File: config.mk
export PLATFORM = sky130hd
export DESIGN_NAME = sample_discriminator
export DESIGN_NICKNAME = d
export VERILOG_FILES = /design/src/source/disc_pkg.sv /design/src/source/disc_config_regs.sv /design/src/source/threshold_detector.sv /design/src/source/sample_delay_line.sv /design/src/source/pulse_delay.sv /design/src/source/capture_fsm.sv /design/src/source/timestamp_gen.sv /design/src/source/sample_discriminator.sv
export SDC_FILE = /design/constraint.sdc
export NUM_CORES = 2
export LEC_CHECK = 0
export ABC_CLOCK_PERIOD_IN_PS = 6600
export BUFFER_PORTS_ARGS = -buffer_cell sky130_fd_sc_hd__buf_2
export CAP_MARGIN = 20
export CORE_UTILIZATION = 35
export CTS_BUF_LIST = sky130_fd_sc_hd__clkbuf_16
export DETAILED_ROUTE_END_ITERATION = 16
export SLEW_MARGIN = 20
export SYNTH_ARGS = -nofsm -noshare
export SYNTH_HDL_FRONTEND = slang
export SYNTH_SLANG_ARGS = --single-unit
File: constraint.sdc
create_clock -name adc_clk -period 6.6 [get_ports adc_clk]
set_clock_uncertainty 0.1 [all_clocks]
set_input_delay 1.32 -clock adc_clk [delete_from_list [all_inputs] [get_ports adc_clk]]
set_output_delay 1.32 -clock adc_clk [all_outputs]
set_load 0.03 [all_outputs]
File: src/source/disc_pkg.sv
// shared widths, types and channel counts for the sample discriminator
// referenced by scoped name from every design file

package disc_pkg;

  ////////////////////////////////////////
  // channel geometry
  ////////////////////////////////////////

  // capture channels, each with its own analog trigger
  localparam int CHANNELS = 2;
  // samples delivered per channel on every adc_clk
  localparam int PARALLEL_SAMPLES = 2;
  localparam int SAMPLE_WIDTH = 16;
  localparam int DATA_WIDTH = PARALLEL_SAMPLES * SAMPLE_WIDTH;

  ////////////////////////////////////////
  // delays and timestamps
  ////////////////////////////////////////

  // start and stop delays are counted in adc_clk cycles
  localparam int MAX_DELAY_CYCLES = 16;
  localparam int DELAY_WIDTH = 4;
  // start plus stop, one bit wider than a single delay
  localparam int TOTAL_DELAY_WIDTH = 5;
  // flag register plus start/stop register ahead of the FSM
  localparam int DISC_LATENCY = 2;
  localparam int CLOCK_WIDTH = 32;
  localparam int SAMPLE_INDEX_WIDTH = 16;

  typedef logic signed [SAMPLE_WIDTH-1:0] sample_t;
  typedef logic [DATA_WIDTH-1:0] channel_data_t;
  typedef logic [DELAY_WIDTH-1:0] delay_t;
  typedef logic [TOTAL_DELAY_WIDTH-1:0] total_delay_t;
  // time in the upper bits, saved-sample index in the lower bits
  typedef logic [CLOCK_WIDTH+SAMPLE_INDEX_WIDTH-1:0] timestamp_t;

  // capture channel state, PRECAPTURE masks stale stop flags
  typedef enum logic [1:0] {
    DISABLED,
    PRECAPTURE,
    CAPTURE
  } capture_state_t;

endpackage

File: src/source/disc_config_regs.sv
// live configuration registers, loaded by a one-cycle config_load strobe
// also precomputes the data pipeline tap and the start plus stop delay
`timescale 1ns/10ps

module disc_config_regs (
  input  logic adc_clk,
  input  logic adc_reset,
  input  logic config_load,
  input  disc_pkg::sample_t [disc_pkg::CHANNELS-1:0] threshold_high_in,
  input  disc_pkg::sample_t [disc_pkg::CHANNELS-1:0] threshold_low_in,
  input  disc_pkg::delay_t [disc_pkg::CHANNELS-1:0] start_delay,
  input  disc_pkg::delay_t [disc_pkg::CHANNELS-1:0] stop_delay,
  input  logic [disc_pkg::CHANNELS-1:0] bypass_in,
  output disc_pkg::sample_t [disc_pkg::CHANNELS-1:0] threshold_high,
  output disc_pkg::sample_t [disc_pkg::CHANNELS-1:0] threshold_low,
  output disc_pkg::total_delay_t [disc_pkg::CHANNELS-1:0] pipe_tap,
  output disc_pkg::total_delay_t [disc_pkg::CHANNELS-1:0] total_delay,
  output logic [disc_pkg::CHANNELS-1:0] bypass
);

  always_ff @(posedge adc_clk) begin
    if (adc_reset) begin
      threshold_high <= '0;
      threshold_low <= '0;
      pipe_tap <= '0;
      total_delay <= '0;
      bypass <= '0;
    end else if (config_load) begin
      threshold_high <= threshold_high_in;
      threshold_low <= threshold_low_in;
      bypass <= bypass_in;
      for (int ch = 0; ch < disc_pkg::CHANNELS; ch++) begin
        // data tap covers start delay and the flag/start register latency
        pipe_tap[ch] <= disc_pkg::total_delay_t'(start_delay[ch])
                        + disc_pkg::total_delay_t'(disc_pkg::DISC_LATENCY);
        // stop flags travel through start and stop delay together
        total_delay[ch] <= disc_pkg::total_delay_t'(start_delay[ch])
                           + disc_pkg::total_delay_t'(stop_delay[ch]);
      end
    end
  end

endmodule

File: src/source/threshold_detector.sv
// amplitude event detector, one pair of hysteresis flags per channel
// flags are registered one cycle after the sample they describe
`timescale 1ns/10ps

module threshold_detector (
  input  logic adc_clk,
  input  disc_pkg::channel_data_t [disc_pkg::CHANNELS-1:0] data_in,
  input  logic [disc_pkg::CHANNELS-1:0] valid_in,
  input  logic reset_state,
  input  disc_pkg::sample_t [disc_pkg::CHANNELS-1:0] threshold_high,
  input  disc_pkg::sample_t [disc_pkg::CHANNELS-1:0] threshold_low,
  output logic [disc_pkg::CHANNELS-1:0] above_high,
  output logic [disc_pkg::CHANNELS-1:0] below_low
);

  // unregistered compare results
  logic [disc_pkg::CHANNELS-1:0] any_high;
  logic [disc_pkg::CHANNELS-1:0] all_low;

  always_comb begin
    any_high = '0;
    all_low = '1;
    for (int ch = 0; ch < disc_pkg::CHANNELS; ch++) begin
      for (int s = 0; s < disc_pkg::PARALLEL_SAMPLES; s++) begin
        // signed compare of each parallel sample
        if (disc_pkg::sample_t'(data_in[ch][s*disc_pkg::SAMPLE_WIDTH +: disc_pkg::SAMPLE_WIDTH])
            > disc_pkg::sample_t'(threshold_high[ch])) begin
          any_high[ch] = 1'b1;
        end
        // one sample above low keeps the capture alive
        if (disc_pkg::sample_t'(data_in[ch][s*disc_pkg::SAMPLE_WIDTH +: disc_pkg::SAMPLE_WIDTH])
            > disc_pkg::sample_t'(threshold_low[ch])) begin
          all_low[ch] = 1'b0;
        end
      end
    end
  end

  // flags only count for valid words, reset_state forces them low
  always_ff @(posedge adc_clk) begin
    for (int ch = 0; ch < disc_pkg::CHANNELS; ch++) begin
      above_high[ch] <= any_high[ch] && valid_in[ch] && !reset_state;
      below_low[ch] <= all_low[ch] && valid_in[ch] && !reset_state;
    end
  end

endmodule

File: src/source/sample_delay_line.sv
// data/valid shift pipeline with a per-channel output tap
// gives the pre-trigger history that a capture starts with
`timescale 1ns/10ps

module sample_delay_line #(
  parameter int DEPTH = disc_pkg::MAX_DELAY_CYCLES + disc_pkg::DISC_LATENCY
) (
  input  logic adc_clk,
  input  disc_pkg::channel_data_t [disc_pkg::CHANNELS-1:0] data_in,
  input  logic [disc_pkg::CHANNELS-1:0] valid_in,
  input  disc_pkg::total_delay_t [disc_pkg::CHANNELS-1:0] pipe_tap,
  input  logic [disc_pkg::CHANNELS-1:0] active,
  output disc_pkg::channel_data_t [disc_pkg::CHANNELS-1:0] data_out,
  output logic [disc_pkg::CHANNELS-1:0] valid_out
);

  // stage 0 holds the previous cycle's input
  disc_pkg::channel_data_t [DEPTH-1:0][disc_pkg::CHANNELS-1:0] data_pipe;
  logic [DEPTH-1:0][disc_pkg::CHANNELS-1:0] valid_pipe;

  always_ff @(posedge adc_clk) begin
    data_pipe <= {data_pipe[DEPTH-2:0], data_in};
    valid_pipe <= {valid_pipe[DEPTH-2:0], valid_in};
  end

  ////////////////////////////////////////
  // tap select and valid gating
  ////////////////////////////////////////

  always_ff @(posedge adc_clk) begin
    for (int ch = 0; ch < disc_pkg::CHANNELS; ch++) begin
      data_out[ch] <= data_pipe[pipe_tap[ch]][ch];
      // only samples inside a capture window, or bypassed ones, leave valid
      valid_out[ch] <= valid_pipe[pipe_tap[ch]][ch] && active[ch];
    end
  end

endmodule

File: src/source/pulse_delay.sv
// retriggerable delay, one output pulse delay cycles after the latest input pulse
// a new input pulse restarts the countdown
`timescale 1ns/10ps

module pulse_delay (
  input  logic adc_clk,
  input  logic clear,
  input  disc_pkg::total_delay_t delay,
  input  logic in_pls,
  output logic out_pls
);

  // countdown runs only while armed
  logic armed;
  disc_pkg::total_delay_t count;

  // expiry in the same cycle as a retrigger is dropped, the newer pulse wins
  assign out_pls = armed && (count == '0) && !in_pls;

  always_ff @(posedge adc_clk) begin
    if (clear) begin
      armed <= 1'b0;
      count <= '0;
    end else if (in_pls) begin
      armed <= 1'b1;
      // out_pls lands delay cycles after in_pls, delay of at least 1
      count <= delay - disc_pkg::total_delay_t'(1);
    end else if (armed) begin
      if (count == '0) begin
        armed <= 1'b0;
      end else begin
        count <= count - disc_pkg::total_delay_t'(1);
      end
    end
  end

endmodule

File: src/source/capture_fsm.sv
// per-channel capture state machine driving the active level
// start is delayed by pulse_delay, stop by a shift pipeline of total_delay
`timescale 1ns/10ps

module capture_fsm (
  input  logic adc_clk,
  input  logic adc_reset,
  input  logic reset_state,
  input  logic [disc_pkg::CHANNELS-1:0] above_high,
  input  logic [disc_pkg::CHANNELS-1:0] below_low,
  input  disc_pkg::total_delay_t [disc_pkg::CHANNELS-1:0] total_delay,
  input  logic [disc_pkg::CHANNELS-1:0] bypass,
  output logic [disc_pkg::CHANNELS-1:0] active
);

  // registered start/stop, second stage of the detector latency
  logic [disc_pkg::CHANNELS-1:0] start;
  logic [disc_pkg::CHANNELS-1:0] stop;
  logic [disc_pkg::CHANNELS-1:0] start_d;
  logic [disc_pkg::CHANNELS-1:0] stop_d;
  // one stage per possible total_delay value
  logic [disc_pkg::CHANNELS-1:0][2**disc_pkg::TOTAL_DELAY_WIDTH-1:0] stop_pipe;
  disc_pkg::capture_state_t state [disc_pkg::CHANNELS];

  ////////////////////////////////////////
  // start and stop conditioning
  ////////////////////////////////////////

  always_ff @(posedge adc_clk) begin
    if (adc_reset || reset_state) begin
      start <= '0;
      stop <= '0;
      stop_pipe <= '0;
    end else begin
      start <= above_high;
      stop <= below_low;
      for (int ch = 0; ch < disc_pkg::CHANNELS; ch++) begin
        stop_pipe[ch] <= {stop_pipe[ch][2**disc_pkg::TOTAL_DELAY_WIDTH-2:0], stop[ch]};
      end
    end
  end

  // stop_d is stop from total_delay+1 cycles back
  // lines the stop up with the start_delay lag of the data pipeline
  always_comb begin
    for (int ch = 0; ch < disc_pkg::CHANNELS; ch++) begin
      stop_d[ch] = stop_pipe[ch][total_delay[ch]];
    end
  end

  // start_d holds off CAPTURE until stale stops have left the pipe
  // start pulses are never lost in a burst
  for (genvar ch = 0; ch < disc_pkg::CHANNELS; ch++) begin : g_start_delay
    pulse_delay u_start_delay (
      .adc_clk(adc_clk),
      .clear(adc_reset || reset_state),
      .delay(total_delay[ch]),
      .in_pls(start[ch]),
      .out_pls(start_d[ch])
    );
  end

  ////////////////////////////////////////
  // state transitions
  ////////////////////////////////////////

  always_ff @(posedge adc_clk) begin
    if (adc_reset || reset_state) begin
      for (int ch = 0; ch < disc_pkg::CHANNELS; ch++) begin
        state[ch] <= disc_pkg::DISABLED;
      end
    end else begin
      for (int ch = 0; ch < disc_pkg::CHANNELS; ch++) begin
        case (state[ch])
          disc_pkg::DISABLED: begin
            if (start[ch]) begin
              // no delay programmed, nothing stale to mask
              state[ch] <= (|total_delay[ch]) ? disc_pkg::PRECAPTURE : disc_pkg::CAPTURE;
            end
          end
          disc_pkg::PRECAPTURE: begin
            // stop flags are ignored here
            if (start_d[ch]) begin
              state[ch] <= disc_pkg::CAPTURE;
            end
          end
          disc_pkg::CAPTURE: begin
            if (start[ch]) begin
              // retrigger, restart the masking window
              if (|total_delay[ch]) begin
                state[ch] <= disc_pkg::PRECAPTURE;
              end
            end else if (|total_delay[ch]) begin
              if (stop_d[ch]) begin
                state[ch] <= disc_pkg::DISABLED;
              end
            end else if (stop[ch]) begin
              state[ch] <= disc_pkg::DISABLED;
            end
          end
          default: begin
            state[ch] <= disc_pkg::DISABLED;
          end
        endcase
      end
    end
  end

  // bypass forces the channel open
  always_comb begin
    for (int ch = 0; ch < disc_pkg::CHANNELS; ch++) begin
      active[ch] = (state[ch] != disc_pkg::DISABLED) || bypass[ch];
    end
  end

endmodule

File: src/source/timestamp_gen.sv
// capture timestamps, time of arrival plus number of samples already saved
// one timestamp_valid strobe per rising edge of a channel's active level
`timescale 1ns/10ps

module timestamp_gen (
  input  logic adc_clk,
  input  logic adc_reset,
  input  logic reset_state,
  input  logic [disc_pkg::CHANNELS-1:0] active,
  input  logic [disc_pkg::CHANNELS-1:0] valid_out,
  output disc_pkg::timestamp_t [disc_pkg::CHANNELS-1:0] timestamp,
  output logic [disc_pkg::CHANNELS-1:0] timestamp_valid
);

  // free-running, shared by all channels
  logic [disc_pkg::CLOCK_WIDTH-1:0] clock_count;
  // saved samples per channel since the last reset_state
  logic [disc_pkg::CHANNELS-1:0][disc_pkg::SAMPLE_INDEX_WIDTH-1:0] sample_index;
  logic [disc_pkg::CHANNELS-1:0] active_d;
  logic [disc_pkg::CHANNELS-1:0] start_seen;

  ////////////////////////////////////////
  // counters and edge detect
  ////////////////////////////////////////

  always_ff @(posedge adc_clk) begin
    if (adc_reset) begin
      clock_count <= '0;
      sample_index <= '0;
      active_d <= '0;
      start_seen <= '0;
      timestamp_valid <= '0;
    end else begin
      clock_count <= clock_count + 1'b1;
      if (reset_state) begin
        sample_index <= '0;
      end else begin
        for (int ch = 0; ch < disc_pkg::CHANNELS; ch++) begin
          if (valid_out[ch]) begin
            sample_index[ch] <= sample_index[ch] + 1'b1;
          end
        end
      end
      active_d <= active;
      // rising edge of active marks a new capture
      start_seen <= active & ~active_d;
      timestamp_valid <= start_seen;
    end
  end

  // index here excludes the capture's first saved sample
  always_ff @(posedge adc_clk) begin
    for (int ch = 0; ch < disc_pkg::CHANNELS; ch++) begin
      timestamp[ch] <= {clock_count, sample_index[ch]};
    end
  end

endmodule

File: src/source/sample_discriminator.sv
// multi-channel ADC sample discriminator top level
// passes only samples around amplitude events, with per-capture timestamps
`timescale 1ns/10ps

module sample_discriminator (
  input  logic adc_clk,
  input  logic adc_reset,
  // realtime clear of hysteresis, capture state and sample index
  input  logic reset_state,
  // configuration, taken on a one-cycle config_load
  input  logic config_load,
  input  disc_pkg::sample_t [disc_pkg::CHANNELS-1:0] threshold_high_in,
  input  disc_pkg::sample_t [disc_pkg::CHANNELS-1:0] threshold_low_in,
  input  disc_pkg::delay_t [disc_pkg::CHANNELS-1:0] start_delay,
  input  disc_pkg::delay_t [disc_pkg::CHANNELS-1:0] stop_delay,
  input  logic [disc_pkg::CHANNELS-1:0] bypass_in,
  // sample stream, valid may have gaps
  input  disc_pkg::channel_data_t [disc_pkg::CHANNELS-1:0] data_in,
  input  logic [disc_pkg::CHANNELS-1:0] valid_in,
  // filtered stream
  output disc_pkg::channel_data_t [disc_pkg::CHANNELS-1:0] data_out,
  output logic [disc_pkg::CHANNELS-1:0] valid_out,
  output disc_pkg::timestamp_t [disc_pkg::CHANNELS-1:0] timestamp,
  output logic [disc_pkg::CHANNELS-1:0] timestamp_valid
);

  // live configuration
  disc_pkg::sample_t [disc_pkg::CHANNELS-1:0] threshold_high;
  disc_pkg::sample_t [disc_pkg::CHANNELS-1:0] threshold_low;
  disc_pkg::total_delay_t [disc_pkg::CHANNELS-1:0] pipe_tap;
  disc_pkg::total_delay_t [disc_pkg::CHANNELS-1:0] total_delay;
  logic [disc_pkg::CHANNELS-1:0] bypass;
  // detector flags and capture window
  logic [disc_pkg::CHANNELS-1:0] above_high;
  logic [disc_pkg::CHANNELS-1:0] below_low;
  logic [disc_pkg::CHANNELS-1:0] active;

  ////////////////////////////////////////
  // configuration
  ////////////////////////////////////////

  disc_config_regs u_config (
    .adc_clk(adc_clk),
    .adc_reset(adc_reset),
    .config_load(config_load),
    .threshold_high_in(threshold_high_in),
    .threshold_low_in(threshold_low_in),
    .start_delay(start_delay),
    .stop_delay(stop_delay),
    .bypass_in(bypass_in),
    .threshold_high(threshold_high),
    .threshold_low(threshold_low),
    .pipe_tap(pipe_tap),
    .total_delay(total_delay),
    .bypass(bypass)
  );

  ////////////////////////////////////////
  // event detection and capture control
  ////////////////////////////////////////

  threshold_detector u_detector (
    .adc_clk(adc_clk),
    .data_in(data_in),
    .valid_in(valid_in),
    .reset_state(reset_state),
    .threshold_high(threshold_high),
    .threshold_low(threshold_low),
    .above_high(above_high),
    .below_low(below_low)
  );

  capture_fsm u_fsm (
    .adc_clk(adc_clk),
    .adc_reset(adc_reset),
    .reset_state(reset_state),
    .above_high(above_high),
    .below_low(below_low),
    .total_delay(total_delay),
    .bypass(bypass),
    .active(active)
  );

  ////////////////////////////////////////
  // datapath and timestamps
  ////////////////////////////////////////

  // data lags the flags by DISC_LATENCY so pre-trigger samples survive
  sample_delay_line u_delay_line (
    .adc_clk(adc_clk),
    .data_in(data_in),
    .valid_in(valid_in),
    .pipe_tap(pipe_tap),
    .active(active),
    .data_out(data_out),
    .valid_out(valid_out)
  );

  timestamp_gen u_timestamp (
    .adc_clk(adc_clk),
    .adc_reset(adc_reset),
    .reset_state(reset_state),
    .active(active),
    .valid_out(valid_out),
    .timestamp(timestamp),
    .timestamp_valid(timestamp_valid)
  );

endmodule

==> summary.txt <==
Run status
  – Status: completed

Global routing
  – Initial antenna violation count: 19
  – Largest net degree at the start of global routing: 104
  – Vias in the first global route: 27,200
  – First-pass GRT wire length: 163 mm
  – Grt ovf: 0
  – GRT Total Usage: 0.152

Timing
  – Fmax: 323 MHz
  – Fin worst setup slack: 3.50 ns
  – Unrepaired setup endpoints after global routing: false
  – Crit path time final: 3.10 ns
  – # setup viols final: 0
  – Max Transition Viols Final: 0
  – Slew HR: 0.359
  – Setup TNS: 0 ns
  – Hold Vio Cnt, Final: 0
  – WHS: 0.222 ns
  – Fin crit share: 0.470
  – Slew @ Worst Pin: 0.962 ns

Setup path
  – R2r endpoint: u_delay_line.data_out[57]$_DFF_P_
  – Critical path type: primary input to register
  – Type of origin of the critical path: primary input
  – Crit path launch: reset_state
  – Worst setup endpoint: u_fsm.state[1][0]$_DFFE_PP_
  – R2r setup slk: 3.51 ns
  – Critical Path Fanout Max: 48
  – Crit Reg-Reg Startpoint: u_config.pipe_tap[6]$_SDFFE_PP0P_
  – WP data arrival: 3.48 ns
  – CP required: 6.98 ns
  – Worst r2r path cells: 5
  – Critical path endpoint category: register

Placement
  – Pre-CTS setup slack: 2.74 ns
  – Placed insts: 5,282
  – Global placement routability congestion: 0.807
  – IO buf count: 315
  – Post-DP HPWL: 68.9 mm

Synth
  – Synth unique cells: 70
  – YS warnings: 0
  – Post-synthesis async set-or-reset flop share: 0
  – Mapped cell area: 48,500 um^2
  – Synth Flop Type: dfxtp_1
  – Cell count after synthesis: 3,333
  – Seq cells post-synth: 1,562
  – Post-synthesis sequential area ratio: 0.646
  – Number of enable flip-flop cells after synthesis: 4
  – Avg Cell Area, Syn: 14.5 um^2
  – Synth Net Count: 3,630

Finish
  – # nets final: 3,948
  – Multi-input logic area: 16,000 um^2
  – Final core utilization: 0.415
  – Leading cell types in the layout, fill and taps excluded: dfxtp_1 (1,550), mux4_2 (337), buf_2 (313), nor2_1 (178), clkbuf_16 (162)
  – Register area: 31,300 um^2
  – Fill count: 12,600
  – Final cell count without fillers: 5,575
  – Fraction of layout cells with a size suffix above 1: 0.245
  – Most common cell after layout, fill and taps aside: dfxtp_1
  – Area growth from synthesis to layout: 17.7%

Route
  – DRT Pass-1 Iters: 7
  – # DRC: 0
  – Number of DRC markers in iteration 0: 1,542
  – Vias per cell: 4.71
  – Detailed Route WL: 106 mm
  – Via Count: 26,300
  – ANT nets after route: 0
  – Avg WL per Cell: 18.9 um

Pwr
  – Static leakage: 0.0230 uW
  – Pwr per Cell Area: 363 nW/um^2
  – Peak supply drop: 0.208 mV

Min path
  – Min-delay src: u_delay_line.data_pipe[982]$_DFF_P_
  – Hold depth: 0
  – Hold/Removal Path Class: register to register

Clocking
  – TritonCTS Sinks: 1,562
  – Worst-path clk slew: 0.06 ns
  – # hold bufs at CTS: 0
  – CTS max path bufs: 3
  – Post-CTS Setup Inserts: 0
  – Number of CTS-inserted buffers: 161
  – CTS tree: done
  – Post-CTS sizing: 0
  – CTS root buf: clkbuf_16
  – Clk_lat worst skew: 0.79 ns
  – CTS H-tree depth: 4

Die
  – Die area: 140,000 um^2
  – IO Count: 316
  – Die width: 374 um
  – Core Footprint: 137,000 um^2
  – Die height: 374 um
  – Row count: 136
  – Starting Density: 0.353

Run
  – Max cap viols: 0
-- flip-flops by register name (all words and copies together), names as in the netlist, 4 cells and up --
register	count
u_config.threshold_high	32
u_config.pipe_tap	10
u_delay_line.data_out	64
u_fsm.state	4
u_config.threshold_low	32
u_timestamp.sample_index	32
u_delay_line.data_pipe	1152
u_delay_line.valid_pipe	36
u_config.total_delay	10
u_fsm.stop_pipe	64
u_timestamp.timestamp	64
u_timestamp.clock_count	32
u_fsm.g_start_delay.u_start_delay.count	10
-- cells in the mapped netlist, types with 43 or more instances --
cell type | instances | area, um^2
nor2_1 | 179 | 672
mux4_2 | 337 | 7590
and2_1 | 72 | 450
dfxtp_1 | 1558 | 31200
clkbuf_1 | 81 | 304
xor2_1 | 43 | 377
a21oi_1 | 60 | 300
nand2_1 | 116 | 435
o21ai_1 | 65 | 325
o21ai_0 | 43 | 215
mux2i_1 | 156 | 1560
ha_1 | 143 | 1790
inv_1 | 83 | 312
-- how the worst min path moves through the flow --
stage,endpoint,slack [ns]
global route,u_delay_line.data_pipe[340]$_DFF_P_,0.23
detailed placement,u_delay_line.data_pipe[213]$_DFF_P_,0.23
CTS,u_delay_line.data_pipe[724]$_DFF_P_,0.22
floorplan,u_delay_line.data_pipe[1000]$_DFF_P_,0.23
finish,u_delay_line.data_pipe[1046]$_DFF_P_,0.22
global placement,u_delay_line.data_pipe[961]$_DFF_P_,0.23
-- per-stage QoR --
stage               cell area (um^2)  total power (uW)
floorplan                      48500             11400
global placement               51700             11900
detailed placement             51700             11900
CTS                            57000             21000
global route                   57000             21600
finish                         57000             20700
-- power by group --
| part | total [uW] | switching (uW) | internal [uW] |
|---|---|---|---|
| sequential | 10300 | 295 | 9960 |
| combinational | 1460 | 763 | 699 |
| clock | 9020 | 3850 | 5170 |
| total | 20700 | 4910 | 15800 |
-- critical path, stage by stage --
cell and delay, ns:
buf_2 0.16, or2_2 0.32, buf_4 0.29, or4b_1 0.51, or4_1 0.42, o21ai_1 0.22, nand4bb_1 0.21
-- kinds of logic after synthesis --
logic type	share of synthesized area
XOR/XNOR	0.0110
adder cells (fa/ha/maj)	0.0377
AND/OR/NAND/NOR	0.0548
AO/OA/AOI/OAI	0.0316
multiplexers	0.195
buffers and inverters	0.0241
flip-flops	0.646
-- final cells by class --
class | instances | share of cell area
Multi-Input combinational cell | 1506 | 0.281
Sequential cell | 1562 | 0.549
Clock buffer | 162 | 0.0711
Inverter | 85 | 0.00559
Clock inverter | 130 | 0.0229
Antenna cell | 1 | 0.0000439
Timing Repair Buffer | 335 | 0.0313
Tap cell | 1794 | 0.0393
-- metal layers --
metal | vias up | track usage | routed length (um) | share of wire
met1 | 13000 | 0.217 | 52100 | 0.49
li1 | 12500 | - | - | -
met2 | 576 | 0.223 | 44900 | 0.43
met3 | 190 | 0.0404 | 5960 | 0.056
met5 | - | 0 | 140 | 0.0013
met4 | 22 | 0.0489 | 2420 | 0.023
No activity file was read; power rests on OpenSTA's default activity.
